--- src/hw/la_isa_pkg.sv ---
`default_nettype none

package la_isa_pkg;

    // 2RI16 major opcodes, inst[31:26]
    localparam logic [5:0] OP_JIRL = 6'h13;
    localparam logic [5:0] OP_B    = 6'h14;
    localparam logic [5:0] OP_BL   = 6'h15;
    localparam logic [5:0] OP_BEQ  = 6'h16;
    localparam logic [5:0] OP_BNE  = 6'h17;
    localparam logic [5:0] OP_BLT  = 6'h18;
    localparam logic [5:0] OP_BGE  = 6'h19;
    localparam logic [5:0] OP_BLTU = 6'h1a;
    localparam logic [5:0] OP_BGEU = 6'h1b;

    // 2RI12 opcodes, inst[31:22]
    localparam logic [9:0] OP_SLTI  = 10'h008;
    localparam logic [9:0] OP_SLTUI = 10'h009;
    localparam logic [9:0] OP_ADDI  = 10'h00a;
    localparam logic [9:0] OP_ANDI  = 10'h00d;
    localparam logic [9:0] OP_ORI   = 10'h00e;
    localparam logic [9:0] OP_XORI  = 10'h00f;

    // 3R opcodes, inst[31:15]
    localparam logic [16:0] OP_ADD  = 17'h00020;
    localparam logic [16:0] OP_SUB  = 17'h00022;
    localparam logic [16:0] OP_SLT  = 17'h00024;
    localparam logic [16:0] OP_SLTU = 17'h00025;
    localparam logic [16:0] OP_NOR  = 17'h00028;
    localparam logic [16:0] OP_AND  = 17'h00029;
    localparam logic [16:0] OP_OR   = 17'h0002a;
    localparam logic [16:0] OP_XOR  = 17'h0002b;

    typedef struct packed {
        logic [5:0]  op6;
        logic [15:0] offs16;
        logic [4:0]  rj;
        logic [4:0]  rd;
    } fmt_2ri16_t;

    typedef struct packed {
        logic [9:0]  op10;
        logic [11:0] si12;
        logic [4:0]  rj;
        logic [4:0]  rd;
    } fmt_2ri12_t;

    typedef struct packed {
        logic [16:0] op17;
        logic [4:0]  rk;
        logic [4:0]  rj;
        logic [4:0]  rd;
    } fmt_3r_t;

    // one fetched word seen through each format
    typedef union packed {
        fmt_2ri16_t fmt_2ri16;
        fmt_2ri12_t fmt_2ri12;
        fmt_3r_t    fmt_3r;
    } inst_word_u;

endpackage

`default_nettype wire

--- src/hw/la_ctrl_pkg.sv ---
`default_nettype none

package la_ctrl_pkg;

    // alu operations
    localparam logic [7:0] ALU_NOP  = 8'h00;
    localparam logic [7:0] ALU_ADD  = 8'h01;
    localparam logic [7:0] ALU_SUB  = 8'h02;
    localparam logic [7:0] ALU_SLT  = 8'h03;
    localparam logic [7:0] ALU_SLTU = 8'h04;
    localparam logic [7:0] ALU_AND  = 8'h05;
    localparam logic [7:0] ALU_OR   = 8'h06;
    localparam logic [7:0] ALU_XOR  = 8'h07;
    localparam logic [7:0] ALU_NOR  = 8'h08;
    localparam logic [7:0] ALU_BEQ  = 8'h10;
    localparam logic [7:0] ALU_BNE  = 8'h11;
    localparam logic [7:0] ALU_BLT  = 8'h12;
    localparam logic [7:0] ALU_BGE  = 8'h13;
    localparam logic [7:0] ALU_BLTU = 8'h14;
    localparam logic [7:0] ALU_BGEU = 8'h15;
    localparam logic [7:0] ALU_B    = 8'h16;
    localparam logic [7:0] ALU_BL   = 8'h17;
    localparam logic [7:0] ALU_JIRL = 8'h18;

    // result class for the execute mux
    localparam logic [2:0] SEL_NOP         = 3'd0;
    localparam logic [2:0] SEL_LOGIC       = 3'd1;
    localparam logic [2:0] SEL_ARITH       = 3'd2;
    localparam logic [2:0] SEL_JUMP_BRANCH = 3'd3;

    // ecode for instruction not exist
    localparam logic [6:0] EXC_INE = 7'h0d;

endpackage

`default_nettype wire

--- src/hw/id_2ri16.sv ---
`timescale 1ns/1ps
`default_nettype none

module id_2ri16 (
    input  la_isa_pkg::inst_word_u inst,
    output logic                   hit,
    output logic [7:0]             aluop,
    output logic [2:0]             alusel,
    output logic [31:0]            imm,
    output logic                   reg1_read_en,
    output logic                   reg2_read_en,
    output logic [4:0]             reg1_read_addr,
    output logic [4:0]             reg2_read_addr,
    output logic                   reg_write_en,
    output logic [4:0]             reg_write_addr
);

    logic [25:0] offs26;
    logic [31:0] br_imm;
    logic [31:0] jmp_imm;

    // B/BL offset spills into the register fields
    assign offs26  = {inst.fmt_2ri16.rj, inst.fmt_2ri16.rd, inst.fmt_2ri16.offs16};
    assign br_imm  = {{14{inst.fmt_2ri16.offs16[15]}}, inst.fmt_2ri16.offs16, 2'b00};
    assign jmp_imm = {{4{offs26[25]}}, offs26, 2'b00};

    always_comb begin
        hit            = 1'b1;
        aluop          = la_ctrl_pkg::ALU_NOP;
        alusel         = la_ctrl_pkg::SEL_JUMP_BRANCH;
        imm            = br_imm;
        reg1_read_en   = 1'b1;
        reg2_read_en   = 1'b1;
        reg1_read_addr = inst.fmt_2ri16.rj;
        reg2_read_addr = inst.fmt_2ri16.rd; // branches compare rj with rd
        reg_write_en   = 1'b0;
        reg_write_addr = 5'd0;
        case (inst.fmt_2ri16.op6)
            la_isa_pkg::OP_BEQ:  aluop = la_ctrl_pkg::ALU_BEQ;
            la_isa_pkg::OP_BNE:  aluop = la_ctrl_pkg::ALU_BNE;
            la_isa_pkg::OP_BLT:  aluop = la_ctrl_pkg::ALU_BLT;
            la_isa_pkg::OP_BGE:  aluop = la_ctrl_pkg::ALU_BGE;
            la_isa_pkg::OP_BLTU: aluop = la_ctrl_pkg::ALU_BLTU;
            la_isa_pkg::OP_BGEU: aluop = la_ctrl_pkg::ALU_BGEU;
            la_isa_pkg::OP_B: begin
                aluop          = la_ctrl_pkg::ALU_B;
                imm            = jmp_imm;
                reg1_read_en   = 1'b0;
                reg2_read_en   = 1'b0;
                reg1_read_addr = 5'd0;
                reg2_read_addr = 5'd0;
            end
            la_isa_pkg::OP_BL: begin
                aluop          = la_ctrl_pkg::ALU_BL;
                imm            = jmp_imm;
                reg1_read_en   = 1'b0;
                reg2_read_en   = 1'b0;
                reg1_read_addr = 5'd0;
                reg2_read_addr = 5'd0;
                reg_write_en   = 1'b1;
                reg_write_addr = 5'd1; // link register
            end
            la_isa_pkg::OP_JIRL: begin
                aluop          = la_ctrl_pkg::ALU_JIRL;
                reg2_read_en   = 1'b0;
                reg2_read_addr = 5'd0;
                reg_write_en   = 1'b1;
                reg_write_addr = inst.fmt_2ri16.rd;
            end
            default: begin
                hit            = 1'b0;
                alusel         = la_ctrl_pkg::SEL_NOP;
                imm            = 32'd0;
                reg1_read_en   = 1'b0;
                reg2_read_en   = 1'b0;
                reg1_read_addr = 5'd0;
                reg2_read_addr = 5'd0;
            end
        endcase
    end

endmodule

`default_nettype wire

--- src/hw/id_2ri12.sv ---
`timescale 1ns/1ps
`default_nettype none

module id_2ri12 (
    input  la_isa_pkg::inst_word_u inst,
    output logic                   hit,
    output logic [7:0]             aluop,
    output logic [2:0]             alusel,
    output logic [31:0]            imm,
    output logic                   reg1_read_en,
    output logic                   reg2_read_en,
    output logic [4:0]             reg1_read_addr,
    output logic [4:0]             reg2_read_addr,
    output logic                   reg_write_en,
    output logic [4:0]             reg_write_addr
);

    logic [31:0] simm;
    logic [31:0] uimm;

    assign simm = {{20{inst.fmt_2ri12.si12[11]}}, inst.fmt_2ri12.si12};
    assign uimm = {20'd0, inst.fmt_2ri12.si12}; // logic ops zero-extend

    always_comb begin
        hit            = 1'b1;
        aluop          = la_ctrl_pkg::ALU_NOP;
        alusel         = la_ctrl_pkg::SEL_ARITH;
        imm            = simm;
        reg1_read_en   = 1'b1;
        reg2_read_en   = 1'b0;
        reg1_read_addr = inst.fmt_2ri12.rj;
        reg2_read_addr = 5'd0;
        reg_write_en   = 1'b1;
        reg_write_addr = inst.fmt_2ri12.rd;
        case (inst.fmt_2ri12.op10)
            la_isa_pkg::OP_ADDI:  aluop = la_ctrl_pkg::ALU_ADD;
            la_isa_pkg::OP_SLTI:  aluop = la_ctrl_pkg::ALU_SLT;
            la_isa_pkg::OP_SLTUI: aluop = la_ctrl_pkg::ALU_SLTU;
            la_isa_pkg::OP_ANDI: begin
                aluop  = la_ctrl_pkg::ALU_AND;
                alusel = la_ctrl_pkg::SEL_LOGIC;
                imm    = uimm;
            end
            la_isa_pkg::OP_ORI: begin
                aluop  = la_ctrl_pkg::ALU_OR;
                alusel = la_ctrl_pkg::SEL_LOGIC;
                imm    = uimm;
            end
            la_isa_pkg::OP_XORI: begin
                aluop  = la_ctrl_pkg::ALU_XOR;
                alusel = la_ctrl_pkg::SEL_LOGIC;
                imm    = uimm;
            end
            default: begin
                hit            = 1'b0;
                alusel         = la_ctrl_pkg::SEL_NOP;
                imm            = 32'd0;
                reg1_read_en   = 1'b0;
                reg1_read_addr = 5'd0;
                reg_write_en   = 1'b0;
                reg_write_addr = 5'd0;
            end
        endcase
    end

endmodule

`default_nettype wire

--- src/hw/id_3r.sv ---
`timescale 1ns/1ps
`default_nettype none

module id_3r (
    input  la_isa_pkg::inst_word_u inst,
    output logic                   hit,
    output logic [7:0]             aluop,
    output logic [2:0]             alusel,
    output logic [31:0]            imm,
    output logic                   reg1_read_en,
    output logic                   reg2_read_en,
    output logic [4:0]             reg1_read_addr,
    output logic [4:0]             reg2_read_addr,
    output logic                   reg_write_en,
    output logic [4:0]             reg_write_addr
);

    assign imm = 32'd0; // no immediate in 3R

    always_comb begin
        hit            = 1'b1;
        aluop          = la_ctrl_pkg::ALU_NOP;
        alusel         = la_ctrl_pkg::SEL_ARITH;
        reg1_read_en   = 1'b1;
        reg2_read_en   = 1'b1;
        reg1_read_addr = inst.fmt_3r.rj;
        reg2_read_addr = inst.fmt_3r.rk;
        reg_write_en   = 1'b1;
        reg_write_addr = inst.fmt_3r.rd;
        case (inst.fmt_3r.op17)
            la_isa_pkg::OP_ADD:  aluop = la_ctrl_pkg::ALU_ADD;
            la_isa_pkg::OP_SUB:  aluop = la_ctrl_pkg::ALU_SUB;
            la_isa_pkg::OP_SLT:  aluop = la_ctrl_pkg::ALU_SLT;
            la_isa_pkg::OP_SLTU: aluop = la_ctrl_pkg::ALU_SLTU;
            la_isa_pkg::OP_AND: begin
                aluop  = la_ctrl_pkg::ALU_AND;
                alusel = la_ctrl_pkg::SEL_LOGIC;
            end
            la_isa_pkg::OP_OR: begin
                aluop  = la_ctrl_pkg::ALU_OR;
                alusel = la_ctrl_pkg::SEL_LOGIC;
            end
            la_isa_pkg::OP_XOR: begin
                aluop  = la_ctrl_pkg::ALU_XOR;
                alusel = la_ctrl_pkg::SEL_LOGIC;
            end
            la_isa_pkg::OP_NOR: begin
                aluop  = la_ctrl_pkg::ALU_NOR;
                alusel = la_ctrl_pkg::SEL_LOGIC;
            end
            default: begin
                hit            = 1'b0;
                alusel         = la_ctrl_pkg::SEL_NOP;
                reg1_read_en   = 1'b0;
                reg2_read_en   = 1'b0;
                reg1_read_addr = 5'd0;
                reg2_read_addr = 5'd0;
                reg_write_en   = 1'b0;
                reg_write_addr = 5'd0;
            end
        endcase
    end

endmodule

`default_nettype wire

--- src/hw/regfile.sv ---
`timescale 1ns/1ps
`default_nettype none

module regfile (
    input  wire        clk,
    input  wire        rst,
    input  wire        we,
    input  wire  [4:0] waddr,
    input  wire [31:0] wdata,
    input  wire        re1,
    input  wire  [4:0] raddr1,
    input  wire        re2,
    input  wire  [4:0] raddr2,
    output logic [31:0] rdata1,
    output logic [31:0] rdata2
);

    logic [31:0] regs [32];

    always_ff @(posedge clk) begin
        if (rst) begin
            for (int i = 0; i < 32; i++) begin
                regs[i] <= 32'd0;
            end
        end else if (we && waddr != 5'd0) begin
            regs[waddr] <= wdata;
        end
    end

    always_comb begin
        if (!re1 || raddr1 == 5'd0) begin
            rdata1 = 32'd0;
        end else if (we && waddr == raddr1) begin
            rdata1 = wdata; // bypass same-cycle writeback
        end else begin
            rdata1 = regs[raddr1];
        end
    end

    always_comb begin
        if (!re2 || raddr2 == 5'd0) begin
            rdata2 = 32'd0;
        end else if (we && waddr == raddr2) begin
            rdata2 = wdata;
        end else begin
            rdata2 = regs[raddr2];
        end
    end

endmodule

`default_nettype wire

--- src/hw/id_stage.sv ---
`timescale 1ns/1ps
`default_nettype none

module id_stage (
    input  wire         clk,
    input  wire         rst,
    input  wire         if_valid,
    input  wire  [31:0] pc,
    input  wire  [31:0] inst,
    input  wire         stall,
    input  wire         flush,
    input  wire         wb_en,
    input  wire   [4:0] wb_addr,
    input  wire  [31:0] wb_data,
    output logic        ex_valid,
    output logic [31:0] ex_pc,
    output logic [31:0] ex_inst,
    output logic  [7:0] ex_aluop,
    output logic  [2:0] ex_alusel,
    output logic [31:0] ex_imm,
    output logic [31:0] ex_reg1_data,
    output logic [31:0] ex_reg2_data,
    output logic        ex_reg_write_en,
    output logic  [4:0] ex_reg_write_addr,
    output logic        ex_exception,
    output logic  [6:0] ex_exception_cause
);

    // decoder bundles, index 0: 2RI16, 1: 2RI12, 2: 3R
    logic  [2:0] dec_hit;
    logic  [7:0] dec_aluop [3];
    logic  [2:0] dec_alusel [3];
    logic [31:0] dec_imm [3];
    logic  [2:0] dec_re1;
    logic  [2:0] dec_re2;
    logic  [4:0] dec_raddr1 [3];
    logic  [4:0] dec_raddr2 [3];
    logic  [2:0] dec_we;
    logic  [4:0] dec_waddr [3];

    logic  [7:0] sel_aluop;
    logic  [2:0] sel_alusel;
    logic [31:0] sel_imm;
    logic        sel_re1;
    logic        sel_re2;
    logic  [4:0] sel_raddr1;
    logic  [4:0] sel_raddr2;
    logic        sel_we;
    logic  [4:0] sel_waddr;
    logic        no_hit;
    logic [31:0] rdata1;
    logic [31:0] rdata2;

    id_2ri16 u_id_2ri16 (
        .inst(inst), .hit(dec_hit[0]), .aluop(dec_aluop[0]), .alusel(dec_alusel[0]),
        .imm(dec_imm[0]), .reg1_read_en(dec_re1[0]), .reg2_read_en(dec_re2[0]),
        .reg1_read_addr(dec_raddr1[0]), .reg2_read_addr(dec_raddr2[0]),
        .reg_write_en(dec_we[0]), .reg_write_addr(dec_waddr[0])
    );

    id_2ri12 u_id_2ri12 (
        .inst(inst), .hit(dec_hit[1]), .aluop(dec_aluop[1]), .alusel(dec_alusel[1]),
        .imm(dec_imm[1]), .reg1_read_en(dec_re1[1]), .reg2_read_en(dec_re2[1]),
        .reg1_read_addr(dec_raddr1[1]), .reg2_read_addr(dec_raddr2[1]),
        .reg_write_en(dec_we[1]), .reg_write_addr(dec_waddr[1])
    );

    id_3r u_id_3r (
        .inst(inst), .hit(dec_hit[2]), .aluop(dec_aluop[2]), .alusel(dec_alusel[2]),
        .imm(dec_imm[2]), .reg1_read_en(dec_re1[2]), .reg2_read_en(dec_re2[2]),
        .reg1_read_addr(dec_raddr1[2]), .reg2_read_addr(dec_raddr2[2]),
        .reg_write_en(dec_we[2]), .reg_write_addr(dec_waddr[2])
    );

    assign no_hit = ~|dec_hit; // nobody claims the word

    // opcode spaces are disjoint so at most one hit
    always_comb begin
        sel_aluop  = la_ctrl_pkg::ALU_NOP;
        sel_alusel = la_ctrl_pkg::SEL_NOP;
        sel_imm    = 32'd0;
        sel_re1    = 1'b0;
        sel_re2    = 1'b0;
        sel_raddr1 = 5'd0;
        sel_raddr2 = 5'd0;
        sel_we     = 1'b0;
        sel_waddr  = 5'd0;
        for (int i = 0; i < 3; i++) begin
            if (dec_hit[i]) begin
                sel_aluop  = dec_aluop[i];
                sel_alusel = dec_alusel[i];
                sel_imm    = dec_imm[i];
                sel_re1    = dec_re1[i];
                sel_re2    = dec_re2[i];
                sel_raddr1 = dec_raddr1[i];
                sel_raddr2 = dec_raddr2[i];
                sel_we     = dec_we[i];
                sel_waddr  = dec_waddr[i];
            end
        end
    end

    regfile u_regfile (
        .clk(clk), .rst(rst), .we(wb_en), .waddr(wb_addr), .wdata(wb_data),
        .re1(sel_re1), .raddr1(sel_raddr1), .re2(sel_re2), .raddr2(sel_raddr2),
        .rdata1(rdata1), .rdata2(rdata2)
    );

    // control part of ID/EX, flush beats stall
    always_ff @(posedge clk) begin
        if (rst) begin
            ex_valid        <= 1'b0;
            ex_reg_write_en <= 1'b0;
            ex_exception    <= 1'b0;
        end else if (flush) begin
            ex_valid        <= 1'b0;
            ex_reg_write_en <= 1'b0;
            ex_exception    <= 1'b0;
        end else if (!stall) begin
            ex_valid        <= if_valid;
            ex_reg_write_en <= if_valid & sel_we; // bubble writes nothing
            ex_exception    <= if_valid & no_hit;
        end
    end

    // payload part
    always_ff @(posedge clk) begin
        if (!stall) begin
            ex_pc              <= pc;
            ex_inst            <= inst;
            ex_aluop           <= sel_aluop;
            ex_alusel          <= sel_alusel;
            ex_imm             <= sel_imm;
            ex_reg1_data       <= rdata1;
            ex_reg2_data       <= rdata2;
            ex_reg_write_addr  <= sel_waddr;
            ex_exception_cause <= la_ctrl_pkg::EXC_INE;
        end
    end

endmodule

`default_nettype wire

--- config.mk ---
export PLATFORM = sky130hd
export DESIGN_NAME = id_stage
export DESIGN_NICKNAME = d
export VERILOG_FILES = /design/src/hw/la_isa_pkg.sv /design/src/hw/la_ctrl_pkg.sv /design/src/hw/id_2ri16.sv /design/src/hw/id_2ri12.sv /design/src/hw/id_3r.sv /design/src/hw/regfile.sv /design/src/hw/id_stage.sv
export SDC_FILE = /design/constraint.sdc
export NUM_CORES = 2
export LEC_CHECK = 0
export BUFFER_PORTS_ARGS = -buffer_cell sky130_fd_sc_hd__buf_2
export CORE_UTILIZATION = 30
export DETAILED_ROUTE_END_ITERATION = 7
export GPL_TIMING_DRIVEN = 1
export PLACE_DENSITY = 0.53
export SLEW_MARGIN = 20
export SYNTH_ARGS = -nofsm -noshare
export SYNTH_HDL_FRONTEND = slang
export SYNTH_SLANG_ARGS = --single-unit
--- constraint.sdc ---
create_clock -name clk -period 5.9 [get_ports clk]
set_clock_uncertainty 0.2 [all_clocks]
set_input_delay 0.295 -clock clk [delete_from_list [all_inputs] [get_ports clk]]
set_output_delay 0.295 -clock clk [all_outputs]
set_load 0.02 [all_outputs]
* After elaboration in Yosys (flattened, before gate mapping)
Memory sizes are Yosys's and may differ from the RTL's.
Index checks and enable logic that the tools add are counted.
W data, S select, Z words.
** Cells by class
- Equality and inequality tests :: 25
- Multiplexer cells :: 58
- Bitwise operators :: 2
- Reduce and logical (&&, ||, !) cells :: 25
** Operators by type and width (count)
- $mux W32 :: 5
- $eq A17 B6 Y1 const B :: 8
- $pmux W32 S2 :: 2
- $mux W5 :: 17
- $eq A10 B4 Y1 const B :: 6
- $eq A6 B5 Y1 const B :: 9
- $pmux W5 S9 :: 1
- $pmux W4 S8 :: 1
- $reduce_or A32 Y1 :: 1
- $mux W8 :: 3
- $mux W1 :: 21
- $pmux W3 S6 :: 1
- $reduce_or A6 Y1 :: 2
- $eq A5 B5 Y1 :: 2
- $logic_not A5 Y1 :: 2
- $pmux W5 S2 :: 1
- $mux W3 :: 3
- $reduce_or A3 Y1 :: 3
- $reduce_or A9 Y1 :: 1
- $pmux W2 S2 :: 2
- $reduce_or A4 Y1 :: 2
- $reduce_or A8 Y1 :: 1
- $reduce_or A7 Y1 :: 1
- $reduce_or A2 Y1 :: 3
- 6 further kinds :: 12
** Word-level totals
- Register bits after elaboration :: 179
- Memory bits (writable) :: 1024
- Input bits :: 107
- Output and inout port bits :: 186
- Logic and storage cells :: 122
- Memories kept :: 1
** Memories
- u_regfile.regs :: words 32, width 32, rd ports 2, clocked after Yosys merged registers in 0, write ports 32, RTL line regfile.sv:18 : logic [31:0] regs [32];

* Depth between registers and ports, before layout
- Depth in word-level cells :: 9
- Mapped depth :: 13
- Gate-level depth less buffers :: 8

* By module
From an unflattened synthesis, not the netlist that was laid out.
** Unflattened totals
- Cell total of the unflattened synthesis :: 4520
- Area, all modules :: 64131.5 um^2
** Modules (own cells, without submodules)
- regfile :: instances 1, cells an instance 3830, area each 55374.4 um^2, sequential area each 30749.5 um^2
- id_stage :: instances 1, cells an instance 410, area each 6642.6 um^2, sequential area each 5345.1 um^2
- id_2ri12 :: instances 1, cells an instance 110, area each 899.6 um^2, sequential area each 0.0 um^2
- id_3r :: instances 1, cells an instance 84, area each 609.3 um^2, sequential area each 0.0 um^2
- id_2ri16 :: instances 1, cells an instance 86, area each 605.6 um^2, sequential area each 0.0 um^2

* Worst setup path before layout
Ideal clock, no wire load.
- Path type :: input to register
- Start point :: input stall
- End point :: register ex_reg_write_en
- Setup time :: 0.078 ns
- Arrival :: 4.156 ns
- Required time :: 5.622 ns
- Path slack :: 1.466 ns
- Stages :: 4
- Path buffers :: 0
- Cells stage by stage :: inv_1 -> o211a_1 -> a21oi_1 -> nor3_1
** RTL lines
- start: declaration :: RTL line id_stage.sv:10 : input wire stall,
- end signal: assignment :: RTL line id_stage.sv:121 : ex_reg_write_en <= if_valid & sel_we;
- end: declaration :: RTL line id_stage.sv:23 : output logic ex_reg_write_en,

* Worst setup path after layout
- Start point :: input inst[28]
- End point :: register ex_reg2_data[6], data pin
** On the way
- Word-level cells in the longest chain between the ends :: 9
- Elaborated cells between the ends (all ways) :: 46
- Classes of those cells :: eq/ne: 24; mux: 13; reduce/logical: 8; memory: 1
** RTL lines
- start: declaration :: RTL line id_stage.sv:9 : input wire [31:0] inst,
- parallel branches: the longest is 9 deep, another holds $mem_v2 Z32 W32
- end signal: assignment :: RTL line id_stage.sv:135 : ex_reg2_data <= rdata2;
- end: declaration :: RTL line id_stage.sv:22 : output logic [31:0] ex_reg2_data,
Parallel ways; which one is timed is not known.
A chain may end at the register's enable or synchronous reset.

==> report_table.html <==
<table>
<tr><th>Metric</th><th>Value</th></tr>
<tr><th colspan="2">Status</th></tr>
<tr><td>Outcome</td><td>completed</td></tr>
<tr><th colspan="2">Die</th></tr>
<tr><td>Die X-Extent</td><td>458 um</td></tr>
<tr><td>Die Span Y</td><td>458 um</td></tr>
<tr><td>Effective utilization at floorplan</td><td>30.3%</td></tr>
<tr><td>Core region area</td><td>205000 um^2</td></tr>
<tr><td>Number of placed I/O pins</td><td>293</td></tr>
<tr><td>Die area</td><td>209000 um^2</td></tr>
<tr><td>Number of core rows</td><td>166</td></tr>
<tr><th colspan="2">Worst setup path</th></tr>
<tr><td>Arrival time reported for the critical path endpoint</td><td>5.11 ns</td></tr>
<tr><td>Buffers plus inverters on the worst setup path</td><td>3</td></tr>
<tr><td>Most used cell, CP</td><td>o22ai_1</td></tr>
<tr><td>Reg2reg setup slack</td><td>3.32 ns</td></tr>
<tr><td>Stage delay of the slowest cell on the critical path</td><td>0.90 ns</td></tr>
<tr><td>Beginning of the worst register-to-register path</td><td>u_regfile.regs[1][23]</td></tr>
<tr><td>Reg-to-reg critical path endpoint</td><td>ex_reg1_data[23]</td></tr>
<tr><td>Slowest cell on the critical path</td><td>o22ai_1</td></tr>
<tr><td>Worst setup path class</td><td>primary input to register</td></tr>
<tr><td>Maximum fanout count along the critical path</td><td>17</td></tr>
<tr><td>Required time of the worst setup path</td><td>6.37 ns</td></tr>
<tr><td>Crit path cell chain</td><td>dlygate4sd3_1 &gt; buf_2 &gt; nor4_1 &gt; and3_1 &gt; o211ai_1 &gt; o22ai_1 &gt; nand2_2 &gt; buf_12 &gt; o22ai_1 &gt; or4_1 &gt; a32o_1</td></tr>
<tr><td>Startpoint type of the worst setup path</td><td>primary input</td></tr>
<tr><td>Critical Path End Type</td><td>register</td></tr>
<tr><td>FF-to-FF path depth</td><td>5</td></tr>
<tr><td>Top delay family on crit path</td><td>simple AND/OR/NAND/NOR gates</td></tr>
<tr><th colspan="2">Power</th></tr>
<tr><td>Power Dens Cells</td><td>284 nW/um^2</td></tr>
<tr><td>Overall power of the completed layout</td><td>20.6 mW</td></tr>
<tr><td>Pleak</td><td>25.4 nW</td></tr>
<tr><td>Highest ir drop seen on vdd</td><td>241 uV</td></tr>
<tr><th colspan="2">Clock network</th></tr>
<tr><td>Number of buffers added by the clock tree synthesis step</td><td>140</td></tr>
<tr><td>Clock latency of the later-clocked register in the worst-skew pair</td><td>0.82 ns</td></tr>
<tr><td>Library cell used as clock root buffer</td><td>clkbuf_16</td></tr>
<tr><td>H-tree lvl count</td><td>4</td></tr>
<tr><td>Bufs on Longest Clock Path</td><td>3</td></tr>
<tr><td>Clock-pin slew of the registers on the worst-case setup and hold paths</td><td>0.06 ns</td></tr>
<tr><td>CTS tree</td><td>done</td></tr>
<tr><td>Post CTS Setup Buffer Count</td><td>0</td></tr>
<tr><td>Clock Sinks</td><td>1195</td></tr>
<tr><th colspan="2">Drt</th></tr>
<tr><td>Via count</td><td>48200</td></tr>
<tr><td>Residual DRC count</td><td>0</td></tr>
<tr><td>Number of design-rule violations left by the first detailed-router iteration</td><td>6940</td></tr>
<tr><td>Aggregate routed wire length</td><td>263000 um</td></tr>
<tr><td>1st-pass router iterations</td><td>7</td></tr>
<tr><td>Average wire length per cell after detail routing</td><td>32.2 um</td></tr>
<tr><td>Post-detailed-route via-to-cell ratio</td><td>5.90</td></tr>
<tr><td>DRT antenna net count</td><td>0</td></tr>
<tr><th colspan="2">Global route</th></tr>
<tr><td>Pin count of the biggest net entering global routing</td><td>104</td></tr>
<tr><td>Total track usage</td><td>24.3%</td></tr>
<tr><td>Congestion Overflow GR</td><td>0</td></tr>
<tr><td>Initial antenna violation count</td><td>24</td></tr>
<tr><td>Wire length of the first global-routing pass</td><td>363000 um</td></tr>
<tr><td>Vias in the first global route</td><td>46800</td></tr>
<tr><th colspan="2">Hold path</th></tr>
<tr><td>Worst hold path class</td><td>primary input to register</td></tr>
<tr><td>Number of cells on the worst hold path</td><td>2</td></tr>
<tr><td>Beginning of the worst hold path</td><td>wb_data[1]</td></tr>
<tr><td>Sink of the worst hold path</td><td>u_regfile.regs[3][1]</td></tr>
<tr><th colspan="2">Place</th></tr>
<tr><td>Routability congestion estimate</td><td>0.861</td></tr>
<tr><td>Count of input and output buffers</td><td>281</td></tr>
<tr><td>Half-perimeter wire length after placement</td><td>159000 um</td></tr>
<tr><th colspan="2">Synth</th></tr>
<tr><td>Number of register bits inferred by synthesis</td><td>1195</td></tr>
<tr><td>Post-synthesis sequential area ratio</td><td>57.6%</td></tr>
<tr><td>Mapped cell area</td><td>62300 um^2</td></tr>
<tr><td>Average footprint of a synthesized cell</td><td>12.1 um^2</td></tr>
<tr><td>Number of standard cells after synthesis</td><td>5157</td></tr>
<tr><td>Unique cell type count in the Yosys netlist</td><td>77</td></tr>
<tr><td>Number of synthesized flops with an enable pin</td><td>1192</td></tr>
<tr><td>Dominant register cell in the synthesized netlist</td><td>edfxtp_1</td></tr>
<tr><td>Yosys warning total</td><td>0</td></tr>
<tr><td>Fraction of registers with async set/reset</td><td>0%</td></tr>
<tr><th colspan="2">Timing</th></tr>
<tr><td>Setup total negative slack</td><td>0 ns</td></tr>
<tr><td>Endpoints failing hold</td><td>0</td></tr>
<tr><td>Count of endpoints failing setup in the final report</td><td>0</td></tr>
<tr><td>Tightest hold margin</td><td>0.0175 ns</td></tr>
<tr><td>Final Slew Violations</td><td>0</td></tr>
<tr><td>Unrepaired setup endpoints after global routing</td><td>false</td></tr>
<tr><td>Worst max-slew margin expressed relative to the limit</td><td>20.3%</td></tr>
<tr><td>Period minus WS final</td><td>4.63 ns</td></tr>
<tr><td>Tcrit/Tclk final</td><td>78.6%</td></tr>
<tr><td>Slew of the pin with the lowest slew margin</td><td>1.20 ns</td></tr>
<tr><td>Fmax achieved</td><td>216 MHz</td></tr>
<tr><th colspan="2">Layout</th></tr>
<tr><td>Layout cells sized above 1</td><td>15.6%</td></tr>
<tr><td>Layout area overhead</td><td>16.7%</td></tr>
<tr><td>Final Net Count</td><td>5472</td></tr>
<tr><th colspan="2">Job</th></tr>
<tr><td>Max-cap violations</td><td>0</td></tr>
</table>
[worst max-delay path by stage]
stage / startpoint / cells after the start / endpoint / slack, ns
floorplan: stall / 4 / ex_reg_write_en / 1.47
global placement: inst[28] / 10 / ex_reg2_data[27] / 1.08
detailed placement: inst[28] / 10 / ex_reg2_data[27] / 1.04
CTS: inst[28] / 11 / ex_reg2_data[27] / 1.37
global route: inst[28] / 11 / ex_reg2_data[27] / 1.13
finish: inst[28] / 11 / ex_reg2_data[6] / 1.27
[registers in the layout (all words and copies together) (netlist names), 2 cells and up]
| register | count |
|---|---|
| ex_aluop | 5 |
| ex_alusel | 2 |
| ex_imm | 28 |
| ex_inst | 32 |
| ex_pc | 32 |
| ex_reg1_data | 32 |
| ex_reg2_data | 32 |
| ex_reg_write_addr | 5 |
| u_regfile.regs | 1024 |
[cells by family (layout without fill, tap and decap cells)]
logic type / count (synthesis) / count (layout) / share of synthesized area (%)
mux: 466 / 466 / 8.91
other cells: 2 / 54 / 0.0121
compound gates: 989 / 989 / 12.1
xor+xnor: 10 / 10 / 0.141
flops: 1195 / 1195 / 57.6
buf+inv: 574 / 849 / 3.68
simple gates: 1921 / 1921 / 17.6
[metal layers]
metal / track usage (%) / vias up / share of wire [%] / wire (um)
li1: - / 20000 / - / -
met1: 31.1 / 24400 / 39 / 102000
met2: 38.5 / 3135 / 45 / 119000
met3: 6.22 / 654 / 11 / 28400
met4: 11.2 / 8 / 4.9 / 12900
met5: 0 / - / 0.017 / 46
[layout by cell type, fill, tap and decap left out, types with 55 or more instances in the layout]
cell           netlist  routed
mux2i_1            368     368
a32o_1              64      64
a21oi_1             71      71
a211oi_1           279     279
or4_1               64      64
mux4_2              68      68
o22ai_1            138     138
a221oi_1            55      55
clkbuf_16            0     140
buf_2               48     277
and2_1            1005    1003
o21ai_0             61      60
dlygate4sd3_1        0     123
and3_1             201     200
a311oi_1            97      97
nand2_1            273     265
edfxtp_1          1192    1192
nor2_1             147     115
buf_4               15     161
o221ai_1            70      70
[cell type report]
class	instances	area, um^2
antenna	11	27.5
clock inverter	73	741
multi-input combinational	3429	24700
sequential	1195	35900
tap	2688	3360
inverter	13	56.3
clock buffer	177	3660
fill	19800	133000
timing repair buffer	586	4320
[report_power, final]
part           internal (mW)  leakage, nW  switching, mW
clock                   4.69         2.12           3.84
combinational          0.646         11.8           1.36
sequential              9.83         11.5          0.256
total                   15.2         25.4           5.46
[per-stage QoR]
stage	instance area [um^2]	cells	setup slack [ns]	util, %
floorplan	62500	5198	1.47	-
global placement	67000	7788	1.08	32.6
detailed placement	67000	7788	1.04	32.6
CTS	72700	8161	1.37	35.4
global route	72700	8163	1.13	35.4
finish	72700	8172	1.27	35.4
[cell usage after synthesis, drive strengths merged, types with 4 or more instances]
cell type,instances,area (um^2)
nand2b,40,250
a21oi,72,372
o22ai,138,863
mux2,30,338
a2111oi,54,473
clkbuf,455,1710
xor2,4,35.0
mux4,68,1530
a211o,10,87.6
or4,65,492
o211ai,24,185
a22o,11,96.3
a221oi,55,482
and3,201,1260
xnor2,6,52.6
nor2b,5,31.3
and2,1005,6290
nand3b,6,45.0
nand2,273,1020
inv,13,48.8
a21o,21,158
buf,106,537
nor3,49,255
o221ai,70,613
o21ai,65,325
nand4,10,62.6
mux2i,368,3680
edfxtp,1192,35800
a32o,64,641
or2,37,231
or3,26,163
a311oi,97,850
nand3,44,220
o221a,4,45.0
nor2,147,552
a211oi,279,2090
[timing repair]
action                                  in CTS  in global routing
hold buffers                               123                  0
hold endpoints to repair                   829                  0
gates resized for setup                      0                  0
endpoints found under the setup margin       0                  0
No activity file was read; power rests on OpenSTA's default activity.
